File: src/cart_bus_pkg.sv
//======================================
// Console cartridge bus constants
// Shared by the mapper, memory and top level
//======================================

package cart_bus_pkg;

	//======================================
	// Bus widths
	//======================================
	// Word address, byte address bits 23:1
	localparam int CART_AW = 23;
	localparam int CART_DW = 16;

	//======================================
	// SRAM region
	//======================================
	// Battery SRAM is byte wide on the low lane
	localparam int SRAM_DW = CART_DW / 2;
	localparam int REGION_W = 3;
	// Byte address bits 23:21 of the SRAM window
	localparam logic [REGION_W-1:0] SRAM_REGION = 3'd1;

	// SSF2 style bank registers in the time area
	localparam int TIME_BANK_REGS = 8;
	localparam int BANK_W = 6;

endpackage

File: src/rom_loader.sv
//======================================
// Download path into the on-chip ROM
// Tracks image size and address mask
//======================================

module rom_loader
	import cart_bus_pkg::*;
#(
	parameter int ROM_AW = 10
)
(
	input  logic               clk,
	input  logic               reset,
	input  logic               dl,
	input  logic               dl_wr,
	input  logic [CART_DW-1:0] dl_data,
	output logic               dl_wait,
	output logic               rom_we,
	output logic [ROM_AW-1:0]  rom_waddr,
	output logic [CART_DW-1:0] rom_wdata,
	output logic [ROM_AW:0]    rom_sz,
	output logic [ROM_AW-1:0]  rom_mask
);

	logic dl_old;
	logic dl_rise;
	logic [ROM_AW:0] sz_base;
	logic [ROM_AW-1:0] mask_base;

	assign dl_rise = dl & ~dl_old;
	// A new image starts from zero even if the first word comes at once
	assign sz_base = dl_rise ? '0 : rom_sz;
	assign mask_base = dl_rise ? '0 : rom_mask;

	always_ff @(posedge clk) begin
		dl_old <= dl;
		if (reset) begin
			dl_wait <= 1'b0;
			rom_we <= 1'b0;
		end else begin
			rom_we <= dl & dl_wr;
			// One cycle of wait per accepted word
			dl_wait <= dl & dl_wr;
		end
		rom_sz <= sz_base;
		rom_mask <= mask_base;
		if (dl && dl_wr) begin
			rom_waddr <= sz_base[ROM_AW-1:0];
			rom_wdata <= dl_data;
			rom_mask <= mask_base | sz_base[ROM_AW-1:0];
			rom_sz <= sz_base + 1'b1;
		end
	end

	// Host must hold off while the word is being stored
	assert property (@(posedge clk) disable iff (reset) dl_wait |-> !dl_wr)
		else $error("dl_wr raised while dl_wait is high");

endmodule

File: config.mk
export PLATFORM = sky130hd
export DESIGN_NAME = rom_loader
export DESIGN_NICKNAME = d
export VERILOG_FILES = /design/src/cart_bus_pkg.sv /design/src/rom_loader.sv
export SDC_FILE = /design/constraint.sdc
export NUM_CORES = 1
export LEC_CHECK = 0
export ABC_AREA = 1
export ABC_CLOCK_PERIOD_IN_PS = 1800
export BUFFER_PORTS_ARGS = -buffer_cell sky130_fd_sc_hd__buf_2
export CORE_MARGIN = 2
export CORE_UTILIZATION = 37
export CTS_CLUSTER_SIZE = 16
export DETAILED_ROUTE_END_ITERATION = 10
export PLACE_DENSITY_LB_ADDON = 0.12
export SYNTH_ARGS = -nofsm -noshare
export SYNTH_HDL_FRONTEND = slang
export SYNTH_SLANG_ARGS = --single-unit
File: constraint.sdc
create_clock -name clk -period 1.8 [get_ports clk]
set_input_delay 0.09 -clock clk [delete_from_list [all_inputs] [get_ports clk]]
set_output_delay 0.09 -clock clk [all_outputs]
set_load 0.02 [all_outputs]
==> summary.txt, run 1 <==
Run status
  • Status: completed

Placed design
  • Port bufs: 68
  • Gpl congestion: 0.760
  • HPWL after detailed placement: 2480 um

Floorplanning
  • Starting density of the core: 38.1%
  • FP Rows: 25
  • Die W: 73.5 um
  • # IOs: 69
  • Die H: 73.5 um
  • Core area: 0.00469 sq mm
  • Die footprint: 0.00540 sq mm

Pwr
  • Worst vdd ir: 0.400 mV
  • P per Cell Area: 890 mW/mm^2
  • Lkg Pwr: 1.15 nW

STA
  • Fin. max-slew vios: 0
  • Setup TNS: 0 ns
  • Highest clock rate: 612 MHz
  • Final Skew: 0.0105 ns
  • Share of the clock period used by the worst path: 90.7%
  • Minimum clock period: 1.63 ns
  • Final hold violations: 0
  • Worst-Margin Slew: 0.310 ns
  • Setup violations, final: 0
  • Slew margin rel.: 79.3%
  • RSZ-0062 raised after global routing: false

Setup path
  • CP max stage delay: 0.53 ns
  • Flop2flop setup slack: 0.24 ns
  • CP arrival: 1.84 ns
  • Crit path max fanout: 5
  • Crit path launch type: input pin
  • Largest delay share family, worst path: buffers and inverters
  • CP cell instances: dlygate4sd3_1, buf_2, inv_2, nor2_4, nor2_4, ha_1, nand2_1, nor2_1, nand2_1, nor2_2, xor2_1, inv_1
  • Crit Reg-Reg Startpoint: dl_old$_DFF_P_
  • Worst path bufs/invs: 4
  • Critical path endpoint category: register
  • Slowest-stage cell, CP: dlygate4sd3_1
  • CP required: 2.01 ns
  • R2R cell count: 11
  • Crit path kind: in2reg
  • Worst r2r dst: rom_sz[6]$_DFF_P_

Synth
  • Mapped Area: 0.00179 sq mm
  • Synthesized flop and latch total: 49
  • Post-synthesis simple-gate area fraction: 18.1%
  • Main combinational cell family by area after synthesis: simple AND/OR/NAND/NOR gates
  • Synth top area cells: edfxtp_1 (44%), dfxtp_1 (26%), nand2_1 (7.4%)
  • Synth Area in XOR/XNOR: 2.45%
  • Synth cell types: 20
  • Mean cell area of the mapped netlist: 11.3 sq um
  • Synth Area in Compound Gates: 2.66%
  • Syn_nets: 179
  • Sequential share of the synthesized area: 69.5%
  • Synth top area share: 43.7%
  • Yosys top cell by area: edfxtp_1
  • Mux cell area share after synthesis: 0%
  • Yosys Warn Count: 0
  • Post-Synthesis Cells: 158
  • Post-Synth Adder-Cell Area: 0.700%

Clocking
  • Inserted Clock Buffers: 5
  • CTS tree: done
  • CTS clock-pin slew for the worst setup and hold paths: 0.09 ns
  • CTS root buf: clkbuf_8
  • Sink Count: 49
  • Bufs on Longest Clock Path: 2
  • H-tree Lvls: 2
  • Clock Latency Late Sink: 0.30 ns

GRT
  • Vias in the first global route: 1,330
  • Total track usage: 14.5%
  • Grt ovf: 0
  • Largest net degree at the start of global routing: 23
  • First-pass GRT wire length: 5830 um
  • Initial antenna violation count: 0

Final layout
  • Commonest non-fill, non-tap cell in the layout: buf_2
  • Area used by multi-input combinational logic: 433 sq um
  • Area delta synth->final: 37.6%
  • FF/Latch Area: 0.00124 sq mm
  • Fraction of layout cells with a size suffix above 1: 36.7%
  • Commonest non-fill, non-tap cells in the layout: buf_2 (68), nand2_1 (35), edfxtp_1 (26), dfxtp_1 (23), inv_1 (21)
  • Fin util: 52.4%
  • Fin nets: 271
  • Fillers: 434
  • Antenna fix cells: 0

Worst hold path
  • Hold Path Origin: dl_wr
  • Hold Path Depth: 3
  • Hold Crit Endpoint: rom_mask[5]$_DFF_P_
  • Hold Path Class: in2reg

Route
  • Final wirelength: 3590 um
  • Final ANT Viol Nets: 0
  • Vias: 1,351
  • DR pass1 iterations: 4
  • Drc violations: 0
  • Drt via density: 4.43
  • Routed length per instance: 11.8 um
  • Detailed Route Iter0 Violations: 33

Run
  • Total of max-cap violations: 0
state kept, by name (all words and copies together), names as in the netlist:
name and count:
rom_wdata 16, rom_sz 11, rom_mask 10, rom_waddr 10
dl_old 1, rom_we 1
worst max-delay path by stage:
stage | cells past startpoint | endpoint | slack (ns) | startpoint
6_report | 12 | rom_sz[6]$_DFF_P_ | 0.17 | dl
4_1_cts | 12 | rom_sz[6]$_DFF_P_ | 0.10 | dl
3_5_place_dp | 9 | rom_sz[6]$_DFF_P_ | 0.21 | dl_old$_DFF_P_
2_1_floorplan | 12 | rom_sz[6]$_DFF_P_ | 0.19 | dl_old$_DFF_P_
5_1_grt | 13 | rom_sz[10]$_DFF_P_ | 0.007 | dl
3_3_place_gp | 9 | rom_sz[6]$_DFF_P_ | 0.25 | dl_old$_DFF_P_
metal layers:
layer / share of wire (%) / wire (um) / global-route usage (%) / vias to the layer above
met5: 0 / 0 / 0 / -
met4: 1.7 / 61 / 6.46 / 0
met3: 7.4 / 266 / 4.80 / 5
met2: 47 / 1700 / 23.9 / 47
met1: 44 / 1570 / 17.0 / 605
li1: - / - / - / 694
worst register-to-register path: cells and delay by family (launching register included):
kind / cells / cell delay, ns
flip-flops: 1 / 0.41
adder cells (fa/ha/maj): 1 / 0.17
XOR/XNOR: 1 / 0.15
buffers and inverters: 3 / 0.17
AND/OR/NAND/NOR: 6 / 0.57
power by group:
group,internal (mW),switching (mW)
Sequential,1.24,0.0276
Clock,0.274,0.357
Combinational,0.111,0.174
Total,1.63,0.559
metrics by stage:
step | worst slack (ns) | instances | power [mW] | area (sq um) | hold WS (ns)
5_1_grt | 0.00707 | 305 | 2.28 | 2460 | 0.196
2_1_floorplan | 0.192 | 158 | 1.45 | 1790 | 0.118
6_report | 0.167 | 305 | 2.19 | 2460 | 0.151
3_5_place_dp | 0.214 | 279 | 1.55 | 2190 | 0.258
4_1_cts | 0.102 | 305 | 2.21 | 2450 | 0.144
3_3_place_gp | 0.252 | 279 | 1.55 | 2190 | 0.254
kinds of logic (layout without fill, tap and decap cells):
family                     Yosys count  count (layout)
and+or+nand+nor                     67              67
buffers and inverters               28             121
xor gates and xnor gates             5               5
DFF                                 49              49
AOI/OAI and AO/OA                    8               8
adders and majority gates            1               1
synth_stat cells, drive strengths merged:
cell and n:
xor2 5, ha 1, nor2 15, nand4 5, buf 3, inv 25
dfxtp 23, a22o 2, o21ai 6, edfxtp 26, nand3 8, nand2 39
repair_timing:
item,in CTS,in global routing
hold buffers,18,0
setup buffers,0,0
gates resized for setup,0,1
setup endpoints to repair,0,3
hold endpoints to repair,18,0
cell type report:
| cell class | count | share of cell area [%] |
|---|---|---|
| Clock buffer | 6 | 2.95 |
| Clock inverter | 2 | 0.611 |
| Inverter | 25 | 3.82 |
| Multi-Input combinational cell | 81 | 17.6 |
| Sequential cell | 49 | 50.5 |
| Tap cell | 54 | 2.75 |
| Timing Repair Buffer | 88 | 21.8 |
Note: power is estimated with default switching activity, not from simulation.
==> run 2: changes to the inputs <==
- PLACE_DENSITY_LB_ADDON: 0.12 -> default
==> summary.txt, run 2 (same netlist as run 1, synthesis figures left out) <==
GRT
  • Grt ovf: 0 (unchanged)
  • GR Util met1: 17.0% (about the same)
  • Total track usage: 14.1% (-0.35 points)
  • Vias in the first global route: 1,270 (-4.5%)
  • Met2 GRT Util: 22.2% (-1.7 points)
  • First-pass GRT wire length: 5640 um (-3.2%)
  • Busiest grt layer: met2
  • Initial antenna violation count: 0 (unchanged)
  • Largest net degree at the start of global routing: 23 (unchanged)
  • Grt met3 use: 5.08% (+0.27 points)

Floorplanning
  • Die footprint: 0.00540 sq mm (unchanged)
  • Die W: 73.5 um (unchanged)
  • FP Rows: 25 (unchanged)
  • Die H: 73.5 um (unchanged)
  • Starting density of the core: 38.1% (unchanged)
  • Core area: 0.00469 sq mm (unchanged)
  • # IOs: 69 (unchanged)

STA
  • Setup violations, final: 0 (unchanged)
  • Final hold violations: 0 (unchanged)
  • Final Skew: 0.00232 ns (-0.00814 ns)
  • Minimum clock period: 1.60 ns (-0.0285 ns)
  • Fin. max-slew vios: 0 (unchanged)
  • Final WS setup: 0.195 ns (+0.0285 ns)
  • Slew margin rel.: 70.9% (-8.4 points)
  • RSZ-0062 raised after global routing: false
  • Setup TNS: 0 ns (unchanged)
  • Highest clock rate: 623 MHz (+1.8%)
  • Share of the clock period used by the worst path: 89.1% (-1.6 points)
  • Worst-Margin Slew: 0.436 ns (+0.126 ns)

Worst hold path
  • Hold Path Class: in2reg
  • Hold Path Depth: 3 (unchanged)
  • Hold Crit Endpoint: rom_mask[5]$_DFF_P_
  • Hold Path Origin: dl_wr

Placed design
  • HPWL after detailed placement: 2530 um (+2.1%)
  • Port bufs: 68 (unchanged)
  • Setup WS pre-CTS: 0.219 ns (+0.00432 ns)
  • Gpl congestion: 0.796 (+4.8%)

Route
  • Final wirelength: 3680 um (+2.4%)
  • Drt via density: 4.46 (+0.63%)
  • Routed length per instance: 12.0 um (+2.1%)
  • Detailed Route Iter0 Violations: 21 (-36%)
  • Vias: 1,364 (+0.96%)
  • DR pass1 iterations: 4 (unchanged)
  • Drc violations: 0 (unchanged)
  • Final ANT Viol Nets: 0 (unchanged)

Clocking
  • Bufs on Longest Clock Path: 2 (unchanged)
  • CTS tree: done
  • Sink Count: 49 (unchanged)
  • H-tree Lvls: 2 (unchanged)
  • Clock Latency Late Sink: 0.30 ns (about the same)
  • CTS root buf: clkbuf_8
  • CTS clock-pin slew for the worst setup and hold paths: 0.09 ns (about the same)
  • Inserted Clock Buffers: 5 (unchanged)

Setup path
  • Flop2flop setup slack: 0.27 ns (+0.03 ns)
  • Crit path launch type: input pin
  • Crit path max fanout: 5 (unchanged)
  • CP required: 2.00 ns (about the same)
  • Worst r2r dst: rom_sz[6]$_DFF_P_
  • Crit Reg-Reg Startpoint: dl_old$_DFF_P_
  • Critical path endpoint category: register
  • CP arrival: 1.81 ns (-0.03 ns)
  • Crit path kind: in2reg
  • CP cell instances: dlygate4sd3_1, buf_2, inv_2, nor2_4, nor2_4, ha_1, nand2_1, nor2_2, nand2_1, nor2_2, xor2_1, inv_1
  • Slowest-stage cell, CP: dlygate4sd3_1
  • R2R cell count: 11 (unchanged)
  • CP max stage delay: 0.53 ns (about the same)

Final layout
  • Max FFs per register: 16 (unchanged)
  • Largest Register: rom_wdata
  • Area delta synth->final: 38.2%
  • Antenna fix cells: 0 (unchanged)
  • Commonest non-fill, non-tap cell in the layout: buf_2
  • Largest registers: rom_wdata x16, rom_sz x11
  • Commonest non-fill, non-tap cells in the layout: buf_2 (68), nand2_1 (35), edfxtp_1 (26), dfxtp_1 (23), inv_1 (21)
  • Fin nets: 272 (+0.37%)
  • Fraction of layout cells with a size suffix above 1: 37.3% (+0.65 points)
  • Fillers: 428 (-1.4%)

Pwr
  • Switching pwr: 0.564 mW (+1.0%)
  • Lkg Pwr: 1.16 nW (+0.38%)
  • Combinational Power Share: 13.3% (+0.2 points)
  • Worst vdd ir: 0.390 mV (-2.6%)
  • Switching share of total power: 25.7% (+0.18 points)
  • Power share of the clock group: 28.8% (about the same)
  • Internal power: 1.63 mW (+0.11%)
  • Reg power frac: 57.9% (-0.2 points)
  • Tot Pwr: 2.20 mW (+0.34%)
  • P per Cell Area: 889 mW/mm^2 (about the same)

Run
  • Total of max-cap violations: 0 (unchanged)

Run status
  • Status: completed
[run 2: changes by cell type in the layout (fill, tap and decap cells not counted)]
cell	change
nor2_1	-1
buf_4	+1
nor2_2	+1
[run 2: power by group through the flow]
stage	registers (mW)	logic (mW)	clock network, mW
after floorplan	1.38	0.0748	0
after global placement	1.30	0.256	0
after detailed placement	1.30	0.258	0
after CTS	1.27	0.290	0.655
after global routing	1.28	0.317	0.698
final	1.27	0.292	0.633
[run 2: final cells by class]
cell class / count / area [sq um] / area share [%]
clock buffers: 6 / 72.6 / 2.94
clock inverters: 2 / 15.0 / 0.608
inverters: 25 / 93.8 / 3.80
multi-input cells: 81 / 435 / 17.6
flip-flops and latches: 49 / 1240 / 50.3
well taps: 54 / 67.6 / 2.74
repair buffers: 89 / 543 / 22.0
[run 2: routing by layer]
| layer | share of wire, % | vias up |
|---|---|---|
| li1 | - | 697 |
| met1 | 46 | 599 |
| met2 | 43 | 61 |
| met3 | 9.4 | 7 |
| met4 | 1.9 | 0 |
| met5 | 0 | - |
[run 2: how the worst max path moves through the flow]
stage,start,to,slack [ns],depth (start not counted)
finish,dl,rom_sz[6]$_DFF_P_,0.20,12
global route,dl,rom_sz[8]$_DFF_P_,0.03,13
CTS,dl,rom_sz[6]$_DFF_P_,0.11,12
detailed placement,dl_old$_DFF_P_,rom_sz[6]$_DFF_P_,0.22,9
global placement,dl_old$_DFF_P_,rom_sz[6]$_DFF_P_,0.24,9
floorplan,dl_old$_DFF_P_,rom_sz[6]$_DFF_P_,0.19,12
[run 2: worst max-delay path: cells and delay by family]
family,cells,cell delay (ns)
buf+inv,4,0.80
simple gates,6,0.58
fa+ha+maj,1,0.18
xor+xnor,1,0.15
[run 2: timing repair]
action,4_1_cts,5_1_grt
setup buffers,0,0
endpoints found under the hold margin,18,0
hold buffers,18,0
resized for setup,0,2
setup endpoints to repair,0,3
[run 2: metrics by stage]
stage	cell area [sq um]	instances	hold slack (ns)	utilization (%)
2_1_floorplan	1790	158	0.118	-
3_3_place_gp	2190	280	0.262	46.7
3_5_place_dp	2190	280	0.264	46.7
4_1_cts	2460	306	0.146	52.5
5_1_grt	2470	306	0.171	52.6
6_report	2470	306	0.153	52.6
