[src/cart_bus_pkg.sv]
//======================================
// Console cartridge bus constants
// Shared by the mapper, memory and top level
//======================================

package cart_bus_pkg;

	//======================================
	// Bus widths
	//======================================
	// Word address, byte address bits 23:1
	localparam int CART_AW = 23;
	localparam int CART_DW = 16;

	//======================================
	// SRAM region
	//======================================
	// Battery SRAM is byte wide on the low lane
	localparam int SRAM_DW = CART_DW / 2;
	localparam int REGION_W = 3;
	// Byte address bits 23:21 of the SRAM window
	localparam logic [REGION_W-1:0] SRAM_REGION = 3'd1;

	// SSF2 style bank registers in the time area
	localparam int TIME_BANK_REGS = 8;
	localparam int BANK_W = 6;

endpackage

[src/cart_bus_if.sv]
//======================================
// Console cartridge bus, driven by the top level
//======================================

interface cart_bus_if
	import cart_bus_pkg::*;
();

	logic [CART_AW-1:0] addr;
	logic [CART_DW-1:0] data_wr;
	logic lwr;
	logic oe;
	logic cs;
	// Time register area select, /TIME on the slot
	logic time_cs;

	modport mapper (input addr, data_wr, lwr, time_cs);
	modport memory (input addr, data_wr, lwr, oe, cs);

endinterface

[src/md_mapper.sv]
//======================================
// SSF2 style mapper with eight ROM windows
// and the SRAM enable bit in the time area
//======================================

module md_mapper
	import cart_bus_pkg::*;
#(
	parameter int ROM_AW = 10,
	parameter int WINDOW_AW = 6
)
(
	input  logic              clk,
	input  logic              reset,
	cart_bus_if.mapper        bus,
	input  logic [ROM_AW:0]   rom_sz,
	input  logic [ROM_AW-1:0] rom_mask,
	input  logic              noram,
	output logic [ROM_AW-1:0] rom_raddr,
	output logic              sram_cs
);

	localparam int REG_IW = $clog2(TIME_BANK_REGS);

	logic [BANK_W-1:0] bank [TIME_BANK_REGS];
	logic sram_en;
	logic [REG_IW-1:0] reg_idx;
	logic [REG_IW-1:0] win;
	logic [BANK_W+WINDOW_AW-1:0] banked;
	logic in_region;
	logic above_rom;

	assign reg_idx = bus.addr[REG_IW-1:0];

	//======================================
	// Time area registers
	//======================================
	always_ff @(posedge clk) begin
		if (reset) begin
			// Identity mapping
			for (int i = 0; i < TIME_BANK_REGS; i++) begin
				bank[i] <= BANK_W'(i);
			end
			sram_en <= 1'b0;
		end else if (bus.time_cs && bus.lwr) begin
			if (reg_idx == '0) begin
				sram_en <= bus.data_wr[0];
			end else begin
				bank[reg_idx] <= bus.data_wr[BANK_W-1:0];
			end
		end
	end

	// Window index sits just above the in-window offset
	assign win = bus.addr[WINDOW_AW+REG_IW-1:WINDOW_AW];
	assign banked = {bank[win], bus.addr[WINDOW_AW-1:0]};
	assign rom_raddr = banked[ROM_AW-1:0] & rom_mask;

	// SRAM past the end of ROM, or forced by the enable bit
	assign in_region = bus.addr[CART_AW-1 -: REGION_W] == SRAM_REGION;
	assign above_rom = bus.addr >= CART_AW'(rom_sz);
	assign sram_cs = in_region & (sram_en | above_rom) & ~noram;

	// A time register write must not also land in SRAM
	assert property (@(posedge clk) disable iff (reset) bus.time_cs && bus.lwr |-> !sram_cs)
		else $error("Time register write also selects SRAM");

endmodule

[src/flat_wrapper.sv]
// flat-port wrapper written by rule: the top's interface ports become plain ports
module md_mapper_flat import cart_bus_pkg::*;
#(
	parameter int ROM_AW = 10,
	parameter int WINDOW_AW = 6
)
  (clk, reset, rom_sz, rom_mask, noram, rom_raddr, sram_cs, bus_addr, bus_data_wr, bus_lwr, bus_time_cs);
  cart_bus_if bus_i ();
  input  logic clk;
  input  logic reset;
  input  logic [ROM_AW:0] rom_sz;
  input  logic [ROM_AW-1:0] rom_mask;
  input  logic noram;
  output logic [ROM_AW-1:0] rom_raddr;
  output logic sram_cs;
  input wire logic [$bits(bus_i.addr)-1:0] bus_addr;
  input wire logic [$bits(bus_i.data_wr)-1:0] bus_data_wr;
  input wire logic [$bits(bus_i.lwr)-1:0] bus_lwr;
  input wire logic [$bits(bus_i.time_cs)-1:0] bus_time_cs;
  assign bus_i.addr = bus_addr;
  assign bus_i.data_wr = bus_data_wr;
  assign bus_i.lwr = bus_lwr;
  assign bus_i.time_cs = bus_time_cs;
  md_mapper #(.ROM_AW(ROM_AW), .WINDOW_AW(WINDOW_AW)) u_core (.clk(clk), .reset(reset), .bus(bus_i), .rom_sz(rom_sz), .rom_mask(rom_mask), .noram(noram), .rom_raddr(rom_raddr), .sram_cs(sram_cs));
endmodule
[config.mk]
export PLATFORM = sky130hd
export DESIGN_NAME = md_mapper_flat
export DESIGN_NICKNAME = d
export VERILOG_FILES = /design/src/cart_bus_pkg.sv /design/src/cart_bus_if.sv /design/src/md_mapper.sv /design/src/flat_wrapper.sv
export SDC_FILE = /design/constraint.sdc
export NUM_CORES = 1
export LEC_CHECK = 0
export BUFFER_PORTS_ARGS = -buffer_cell sky130_fd_sc_hd__buf_2
export CORE_ASPECT_RATIO = 1.5
export CORE_MARGIN = 2
export CORE_UTILIZATION = 49
export CTS_BUF_LIST = sky130_fd_sc_hd__clkbuf_8 sky130_fd_sc_hd__clkbuf_16
export CTS_CLUSTER_DIAMETER = 200
export DETAILED_ROUTE_END_ITERATION = 6
export PLACE_DENSITY = 0.86
export SLEW_MARGIN = 30
export SYNTH_ARGS = -nofsm -noshare
export SYNTH_HDL_FRONTEND = slang
export SYNTH_SLANG_ARGS = --single-unit
[constraint.sdc]
create_clock -name clk -period 3.5 [get_ports clk]
set_input_delay 0.35 -clock clk [delete_from_list [all_inputs] [get_ports clk]]
set_output_delay 0.35 -clock clk [all_outputs]
set_load 0.02 [all_outputs]
==> results of run 1 <==
==> path summary, 6_finish.rpt <==
| check | start | end | slack [ns] | cells past startpoint |
|---|---|---|---|---|
| worst max-delay path | bus_addr[7] | rom_raddr[6] | 1.63 | 5 |
| worst min-delay path | bus_data_wr[0] | u_core.bank[5][0] | 0.42 | 2 |
==> per-layer routing <==
layer  part of all wire (%)  vias to the layer above  GRT usage (%)
met2                     59                       31           35.2
met3                    4.0                        5           2.64
li1                       -                      494              -
met4                    2.0                        0           8.11
met5                      0                        -              0
met1                     35                      466           16.8
==> layout make-up <==
cell class	count	area (µm²)	share of cell area, %
inverter	4	15.0	0.777
tap	40	50.0	2.59
clock buffer	5	68.8	3.56
clock inverter	3	37.5	1.94
multi-input combinational	74	596	30.8
sequential	32	961	49.7
timing repair buffer	41	205	10.6
==> synth_stat cells <==
master	instances	area, µm²
mux2i_1	4	40.0
nand4b_1	1	8.76
buf_2	3	15.0
mux4_2	8	180
nand2b_1	3	18.8
conb_1	1	3.75
nor2_1	10	37.5
nor4b_1	1	8.76
clkbuf_2	1	5.00
edfxtp_1	32	961
buf_6	1	11.3
nor3_1	1	5.00
or2_2	7	43.8
nand2_1	1	3.75
clkbuf_1	1	3.75
nand4bb_4	1	27.5
inv_1	4	15.0
and2_1	22	138
or3_1	11	68.8
==> logic make-up after synthesis <==
| family | Yosys count | share of synthesized area [%] |
|---|---|---|
| buffers and inverters | 10 | 3.14 |
| DFF | 32 | 60.2 |
| and+or+nand+nor | 58 | 22.6 |
| muxes | 12 | 13.8 |
| other | 1 | 0.235 |
==> worst max-delay path, stage by stage <==
cell and delay, ns:
buf_2 0.24, mux4_2 0.56, mux2i_1 0.16, nor2_1 0.05
buf_2 0.15
==> power by group through the flow <==
stage	combinational, mW	clock [mW]	sequential (mW)
floorplan	0.0620	0	0.456
global placement	0.0934	0	0.457
detailed placement	0.0965	0	0.460
CTS	0.0969	0.340	0.452
global route	0.104	0.355	0.453
finish	0.0955	0.335	0.451
==> metrics.md, run 1 <==
| Metric | Value |
|---|---|
| Status | complete, no violations |
| Critical Path AT | roughly 1.5 ns |
| Antenna-violating nets left | 0 |
| Hold WS | between 0.4 and 0.5 ns |
| Startpoint Class | primary input |
| Clk root buf | clkbuf_8 |
| Die height | 73.9 µm |
| Most frequent cells in the layout | 41 x buf_2, 32 x edfxtp_1, 22 x and2_1 |
| Final core utilization | around three fifths |
| FMAX | roughly 540 MHz |
| Post-route insts no fill | approximately 200 |
| GPL Wtd Cong | between 0.7 and 0.8 |
| Hold Crit Class | primary input to register |
| Per-cell routed wire length | approximately 15 µm |
| Die W | between 50 and 60 µm |
| Io pins | 76 |
| H-tree level count | 2 |
| Detail Placement HPWL | approximately 2300 µm |
| CTS tree | built |
| Total Power | between 0.8 and 0.9 mW |
| Worst endpoint required time | ~3.2 ns |
| Internal power | roughly 0.7 mW |
| All-Layer GR Usage | 17.5% |
| Largest net degree at the start of global routing | 14 |
| VDD IR max | about 0.36 mV |
| Crit. End Element | primary output |
| Number of synthesized register bits | 32 |
| Clk sinks | 32 |
| Sequential power share | about half |
| CTS Hold Bufs | 0 |
| Switch Pwr | between 0.15 and 0.2 mW |
| RSZ-0062 raised after global routing | false |
| Via count | roughly 1,000 |
| Worst-path clk slew | about 0.060 ns |
| Drt pass-1 iters | 4 |
| Net count reported at finish | around 220 |
| Final Hold Viols | 0 |
| Crit Path Category | primary input to primary output |
| Fin area | 0.00193 mm² |
| # placed instances | about 190 |
| Leakage | 0.770 nW |
| Final setup fails | 0 |
| Initial antenna violation count | 0 |
| Total routed wirelength | 2890 µm |
| Antenna diode count | 0 |
| PwrDens | between 400 and 500 mW/mm² |
| Initial drt markers | 32 |
| Comb pwr share | 10.8% |
| Max cap viols | 0 |
| Most common cell after layout, fill and taps aside | buf_2 |
| CTS Buf Count | 5 |
| Most flops, register | u_core.bank |
| Post-DP Area | around 0.0018 mm² |
| Regs by FF count | u_core.bank: 32 flops |
| Synth Area per Inst | about 14 µm² |
| Std cell rows | 25 |
| Max FFs per register | 32 |
| DRC viols | 0 |
| Initial core utilization | approximately 50% |
| Pre-CTS setup slack | 1.47 ns |
| TNS Setup | 0 ns |
| Total die area | roughly 0.0037 mm² |
| Sequential area share after synthesis | about three fifths |
| CP Max Fanout | 8 |
| Area Growth Syn to Fin | 21.2% |
| Final WS setup | 1.63 ns |
| Core ar. | approximately 0.0031 mm² |
| Netlist cell types | 19 |
| Switching share of power | between 20% and 30% |
| Share of layout cells above drive strength 1 | about two fifths |
| Tmin final | between 1.5 and 2 ns |
| Fillers | roughly 250 |
| Synthesized area | around 0.0016 mm² |
| Vias in the first global route | ~1,000 |
| Clock Path Buffers | 2 |
| Setup Buffers After CTS | 0 |
| Mapped Cells | about 110 |
| Tcrit/Tclk final | 53.4% |
| Gr ovfl total | 0 |
| Clock share of power | between 30% and 40% |
| Post-CTS sizing | 0 |
| Slew Viols, Final | 0 |
| First-pass GRT wire length | approximately 4700 µm |
| Port buffer count | 41 |
| Yosys warnings | 0 |
| Vias/cell | between 5 and 6 |
No activity file was read; power rests on OpenSTA's default activity.
==> run 2, diff against run 1 <==
--- a/config.mk
+++ b/config.mk
@@ -8,11 +8,11 @@
 export BUFFER_PORTS_ARGS = -buffer_cell sky130_fd_sc_hd__buf_2
 export CORE_ASPECT_RATIO = 1.5
 export CORE_MARGIN = 2
-export CORE_UTILIZATION = 49
+export CORE_UTILIZATION = 41
 export CTS_BUF_LIST = sky130_fd_sc_hd__clkbuf_8 sky130_fd_sc_hd__clkbuf_16
 export CTS_CLUSTER_DIAMETER = 200
 export DETAILED_ROUTE_END_ITERATION = 6
-export PLACE_DENSITY = 0.86
+export PLACE_DENSITY = 0.77
 export SLEW_MARGIN = 30
 export SYNTH_ARGS = -nofsm -noshare
 export SYNTH_HDL_FRONTEND = slang
==> constraint.sdc (replaced) <==
create_clock -name clk -period 1.65 [get_ports clk]
set_input_delay 0.165 -clock clk [delete_from_list [all_inputs] [get_ports clk]]
set_output_delay 0.165 -clock clk [all_outputs]
set_load 0.02 [all_outputs]
==> run 2 against run 1 <==
The run now ends with setup timing left. Via count increased by 1.6%. Core utilization decreased by 9.8 points. Global-route usage shrank 3.5 points. Flip-flop and latch count stayed put. Die area rose by 18%. Largest cell class unchanged. Largest power group unchanged.
==> metrics.md, run 2 (synthesis results as in run 1) <==
| Metric | Value |
|---|---|
| Port buffer count | 41 |
| Largest net degree at the start of global routing | 14 |
| Max stage delay cell, worst path | mux4_2 |
| CTS Buf Count | 5 |
| GPL Wtd Cong | approximately 0.85 |
| CP Max Fanout | 1 |
| Crit. End Element | primary output |
| Most flops, register | u_core.bank |
| Clock Path Buffers | 2 |
| RSZ-0062 raised after global routing | true |
| Most frequent cells in the layout | 39 x buf_2, 32 x edfxtp_1, 22 x and2_1 |
| Failing checks | setup timing |
| Worst endpoint required time | between 1 and 1.5 ns |
| Tcrit/Tclk final | 101% |
| Final Hold Viols | 0 |
| Antenna diode count | 0 |
| Hold_sp | bus_data_wr[1] |
| All-Layer GR Usage | around 14% |
| First-pass GRT wire length | 4240 µm |
| Gr ovfl total | 0 |
| Drt pass-1 iters | 4 |
| Initial core utilization | between 40% and 50% |
| Total routed wirelength | around 2700 µm |
| Hold Crit Class | primary input to register |
| CTS Hold Bufs | 0 |
| Vias in the first global route | 1,022 |
| Max FFs per register | 32 |
| Clk sinks | 32 |
| CTS tree | built |
| Detail Placement HPWL | ~2200 µm |
| Startpoint Class | register |
| Area Growth Syn to Fin | 21.0% |
| Crit path cell chain | mux4_2 > mux2i_1 > nor2_1 > buf_4 |
| Net count reported at finish | 225 |
| Total die area | between 0.004 and 0.005 mm² |
| Via count | between 1,000 and 1,500 |
| CP bufs+invs | 1 |
| Antenna-violating nets left | 0 |
| Setup Buffers After CTS | 0 |
| Initial drt markers | 11 |
| Crit. path cell count | 4 |
| Slew Viols, Final | 0 |
| Final setup fails | 3 |
| H-tree level count | 2 |
| Family with the most delay on the worst path | multiplexers |
| Critical Path AT | 1.51 ns |
| Std cell rows | 27 |
| Initial antenna violation count | 0 |
| Max cap viols | 0 |
| Pre-CTS setup slack | roughly 0.12 ns |
| Crit Path Category | register to primary output |
| Per-cell routed wire length | 13.4 µm |
| Die W | between 50 and 60 µm |
| Core ar. | roughly 0.0037 mm² |
| FMAX | 598 MHz |
| # placed instances | ~200 |
| Leakage | approximately 0.78 nW |
| VDD IR max | 0.466 mV |
| PwrDens | between 800 and 900 mW/mm² |
| TNS Setup | -0.0345 ns |
| Clk root buf | clkbuf_8 |
| Post-route insts no fill | between 200 and 250 |
| Regs by FF count | u_core.bank: 32 flops |
| Die height | ~80 µm |
| DRC viols | 0 |
| CP Capture Point | rom_raddr[9] |
| Worst Setup SP | u_core.bank[5][3] |
| Share of layout cells above drive strength 1 | between 30% and 40% |
| Final WS setup | -0.0209 ns |
| Status | finished with violations |
| Tmin final | about 1.7 ns |
| Hold Crit Depth | 2 |
| Worst-path clk slew | 0.06 ns |
| Most common cell after layout, fill and taps aside | buf_2 |
| Io pins | 76 |
| Vias/cell | ~5.0 |
| CP peak stage delay | about 0.48 ns |
-- run 2: changes by cell type in the layout (fill, tap and decap cells not counted), sizes merged --
cell | before | now
inv | 4 | 6
bufinv | 1 | 0
buf | 41 | 43
clkinv | 2 | 1
-- run 2: worst min-delay path by stage --
stage / slack (ns) / endpoint
floorplan: 0.34 / u_core.bank[2][1]
global placement: 0.52 / u_core.bank[2][1]
detailed placement: 0.53 / u_core.bank[7][0]
CTS: 0.23 / u_core.bank[7][0]
global route: 0.26 / u_core.bank[3][1]
finish: 0.24 / u_core.bank[3][1]
-- run 2: cell type report --
| type | count | area (µm²) |
|---|---|---|
| multi-input combinational | 74 | 596 |
| tap | 43 | 53.8 |
| clock buffer | 5 | 68.8 |
| timing repair buffer | 43 | 225 |
| fill | 336 | 1790 |
| inverter | 4 | 15.0 |
| sequential | 32 | 961 |
| clock inverter | 3 | 11.3 |
-- run 2: timing repair --
action / CTS / global route
pin swaps: 0 / 0
gates resized for setup: 0 / 2
setup endpoints to repair: 4 / 4
-- run 2: layer usage --
metal / part of all wire (%) / wire (µm) / global-route usage, %
met1: 35 / 948 / 13.5
met2: 54 / 1480 / 24.4
met3: 7.6 / 207 / 2.42
met4: 3.4 / 92 / 11.2
met5: 0 / 0 / 0
-- run 2: through the flow --
stage | total power, mW | hold slack (ns) | util [%] | cell area, µm²
after floorplan | 1.10 | 0.343 | - | 1610
after global routing | 1.76 | 0.258 | 52.0 | 1930
after CTS | 1.71 | 0.234 | 51.8 | 1930
after detailed placement | 1.18 | 0.526 | 49.7 | 1850
final | 1.70 | 0.238 | 52.0 | 1930
after global placement | 1.17 | 0.516 | 49.7 | 1850
-- run 2: where the power goes --
part | leakage, nW | total, mW | internal, mW | switching, mW
registers | 0.312 | 0.955 | 0.943 | 0.0121
clock network | 0.0482 | 0.541 | 0.280 | 0.261
logic | 0.415 | 0.205 | 0.101 | 0.104
